`src/logic/pe_pkg.sv`:
```
package pe_pkg;

    ////////////////////
    // data format
    ////////////////////

    // width of one real or imaginary part
    localparam int part_width = 16;

    // real part in the upper half, imaginary in the lower half
    typedef struct packed {
        logic signed [part_width-1:0] re;
        logic signed [part_width-1:0] im;
    } cmplx_t;

    ////////////////////
    // instruction format
    ////////////////////

    typedef struct packed {
        logic [7:0] opcode;
        logic [7:0] src_b;
        logic [7:0] src_a;
        logic [7:0] dest;
    } inst_t;

    // dest bit set -> result goes to the shared memory
    localparam int mem_flag = 7;

    localparam logic [7:0] op_cmul      = 8'h60;
    // a times conjugate of b
    localparam logic [7:0] op_cmul_conj = 8'h61;

    // default sizes, overridden from the cluster top
    localparam int def_reg_depth   = 16;
    localparam int def_queue_depth = 8;
    localparam int def_res_depth   = 16;
    localparam int def_num_pe      = 2;

endpackage

```
`src/logic/result_mem.sv`:
```
`timescale 1ns/1ps

module result_mem #(
    parameter int res_depth = pe_pkg::def_res_depth
) (
    input  logic           clk,
    input  logic           wr_en,
    input  logic [7:0]     wr_addr,
    input  pe_pkg::cmplx_t wr_data,
    input  logic [7:0]     rd_addr,
    output pe_pkg::cmplx_t rd_data
);
    import pe_pkg::*;

    localparam int aw = $clog2(res_depth);

    cmplx_t mem [res_depth];

    // single write port, read registered one cycle
    always_ff @(posedge clk) begin
        if (wr_en) begin
            mem[wr_addr[aw-1:0]] <= wr_data;
        end
        rd_data <= mem[rd_addr[aw-1:0]];
    end

    // dest fields from the instruction streams must fit the memory
    assert property (@(posedge clk) wr_en |-> int'(wr_addr) < res_depth);

endmodule

```
`config.mk`:
```
export PLATFORM = sky130hd
export DESIGN_NAME = result_mem
export DESIGN_NICKNAME = d
export VERILOG_FILES = /design/src/logic/pe_pkg.sv /design/src/logic/result_mem.sv
export SDC_FILE = /design/constraint.sdc
export NUM_CORES = 1
export LEC_CHECK = 0
export BUFFER_PORTS_ARGS = -buffer_cell sky130_fd_sc_hd__buf_2
export CAP_MARGIN = 30
export CORE_MARGIN = 2
export CORE_UTILIZATION = 35
export CTS_CLUSTER_SIZE = 14
export DETAILED_ROUTE_END_ITERATION = 6
export PLACE_DENSITY = 0.47
export SLEW_MARGIN = 20
export SYNTH_ARGS = -nofsm -noshare
export SYNTH_HDL_FRONTEND = slang
export SYNTH_SLANG_ARGS = --single-unit
```
`constraint.sdc`:
```
create_clock -name clk -period 4.31 [get_ports clk]
set_input_delay 0.431 -clock clk [delete_from_list [all_inputs] [get_ports clk]]
set_output_delay 0.431 -clock clk [all_outputs]
set_load 0.02 [all_outputs]
```
==> impl_metrics.ini <==
[layout]
final_nets = 1009
stdcell_area_sq_um = 23300
fillCellCount = 4944
drive_above_1_share_pct = 34.1
area_growth_pct = 17.1
seq_area_sq_um = 16000
multiInputGateArea_sq_um = 3750

[clocking]
cts_root_buf = clkbuf_16
insertion_delay_ns = 0.62
postCtsSetupRepairBufs = 0
cts_tree = yes
cts_num_sinks = 544
hold_buffers = 0
ctsResizeCount = 0
cts_made_buffers = 56
cts_max_level = 2
clock_path_buffers = 3
clk_pin_slew_ns = 0.06

[logic_synthesis]
synthesis.area_sq_um = 19900
synthTopCellsByArea = edfxtp_1, mux4_2, dfxtp_1, a22oi_1, nand2_1
yosys_warnings = 0
synth_most_common_cell = edfxtp_1
synth_common_cells = edfxtp_1, mux4_2, a22oi_1, nand2_1, dfxtp_1
synth_fp_nets = 888
synthArstFlopShare_pct = 0
synth_enable_flop_cells = 512
ys_ff_latch = 544
ys_types = 18
synth_largest_area_cell = edfxtp_1
synth_xor_area_share_pct = 0
ys_seq_area_share_pct = 80.7
synth_flop_cell = edfxtp_1
synth_mux_area_share_pct = 14.5
synth_top_area_share_pct = 77.4
yosys.area_share.simple_pct = 1.27
syn_avg_cell_area_sq_um = 23.7
syn_inst = 838
synthAdderAreaFrac_pct = 0
synth_top_family_by_area = multiplexers
synth_compound_area_share_pct = 2.42

[job]
drv_cap = 0

[drt]
drc = 0
wirelength_microns = 45100
drt_first_pass_iters = 5
viasPerCell = 5.06
wl_per_cell_microns = 25.6
dr_wl_met3_microns = 2380
wl_met1_microns = 20200
ant_nets = 0
highest-signal-layer = met5
drt_iter0_markers = 753
num_vias = 8928
routed-wl-met2_microns = 21900

[floorplanning]
die_w_microns = 242
die-area_sq_um = 58600
dieHeight_microns = 242
coreArea_sq_um = 56300
ios = 82
rows = 87
start_util_pct = 35.3

[timing]
layout_min_cycle_time_ns = 1.91
slew-limit-headroom_pct = 30.7
setup_viol = 0
tns_ns = 0
rsz0062_at_grt = false
clock_skew_ns = 0.0171
finalHoldViolCount = 0
fmax_mhz = 523
slew_viol_final = 0
worstMarginPinSlew_ns = 1.04
fin_crit_sh_pct = 44.3

[critical_path]
cp.required_ns = 4.60
cp.arrival_ns = 2.20
crit_type = in2reg
end_kind = register
cp-start-kind = input pin
cp-startpoint = wr_addr[2]
r2r_slack_ns = 2.89
r2r-start = mem[11][25]$_DFFE_PP_
r2r-end = rd_data[25]$_DFF_P_
endpoint = mem[2][26]$_DFFE_PP_
reg2reg_depth = 3
critPathMaxFanout = 22

[grt]
grt_start_max_net_pins = 58
grt_pass1_vias = 9579
globalRouteOverflowTotal = 0
grt_first_pass_wirelength_microns = 66400
antenna_found_initial = 3
grtUsageTotal_pct = 15.6

[placement]
dp_hpwl_microns = 24300
io_buffer_count = 73
gp_congestion = 0.658
placed_cell_area_sq_um = 21400

[power]
p_leak_nw = 7.45
powerDensity_nw_per_um2 = 490
irDropWorstVdd_uv = 324

[outcome]
status = completed

[worst_hold_path]
hold_class = in2reg
==> power breakdown <==
group | internal (mW) | switching, mW
sequential | 5.91 | 0.0288
clock | 2.85 | 2.03
combinational | 0.216 | 0.347
==> cells in the final DEF (no fill, tap or decap), types with 8 or more instances in the layout <==
| cell type | n |
|---|---|
| clkinv_1 | 8 |
| nor2_4 | 13 |
| clkbuf_16 | 57 |
| buf_2 | 71 |
| edfxtp_1 | 512 |
| clkinv_2 | 17 |
| nand2_1 | 33 |
| a22oi_1 | 64 |
| mux4_2 | 128 |
| buf_4 | 29 |
| clkbuf_1 | 9 |
| dfxtp_1 | 32 |
==> worst min-delay path by stage <==
stage / startpoint / endpoint / cells after the start
floorplan: wr_data[0] / mem[0][0]$_DFFE_PP_ / 0
global placement: mem[12][31]$_DFFE_PP_ / rd_data[31]$_DFF_P_ / 3
detailed placement: mem[14][31]$_DFFE_PP_ / rd_data[31]$_DFF_P_ / 3
CTS: wr_data[17] / mem[12][17]$_DFFE_PP_ / 1
global route: wr_data[29] / mem[14][29]$_DFFE_PP_ / 1
finish: wr_data[20] / mem[14][20]$_DFFE_PP_ / 1
==> critical path, stage by stage <==
cell,delay (ns)
buf_2,0.12
or3b_2,0.59
nor2_4,0.67
buf_4,0.38
==> state kept, by name (all words and copies together) (netlist names) <==
register / flops
mem: 512
rd_data: 32
==> metal layers <==
layer	up-vias	global-route usage, %
met1	4855	21.7
met2	186	25.3
li1	3825	-
met5	-	0
met4	4	3.45
met3	58	3.26
==> layout make-up <==
class	count	area share, %
Antenna cell	1	0.0108
Sequential cell	544	68.9
Tap cell	756	4.07
Timing Repair Buffer	106	2.92
Multi-Input combinational cell	251	16.1
Clock buffer	73	6.69
Clock inverter	32	1.31
==> logic make-up (layout without fill, tap and decap cells) <==
logic type      count (synthesis)  in the layout
compound gates                 64             64
simple gates                   59             59
mux                           128            128
flops                         544            544
other cells                     0              1
buf+inv                        43            211
==> stage by stage <==
step | hold slack, ns | cells | setup WS (ns) | power, mW | utilization [%]
floorplan | 0.530 | 838 | 0.699 | 6.38 | -
global placement | 0.656 | 1657 | 1.69 | 6.63 | 38.0
detailed placement | 0.660 | 1657 | 1.71 | 6.64 | 38.0
CTS | 0.145 | 1762 | 2.36 | 11.5 | 41.3
global route | 0.167 | 1762 | 2.29 | 11.8 | 41.3
finish | 0.192 | 1763 | 2.40 | 11.4 | 41.3
(Power assumes the default switching activity.)
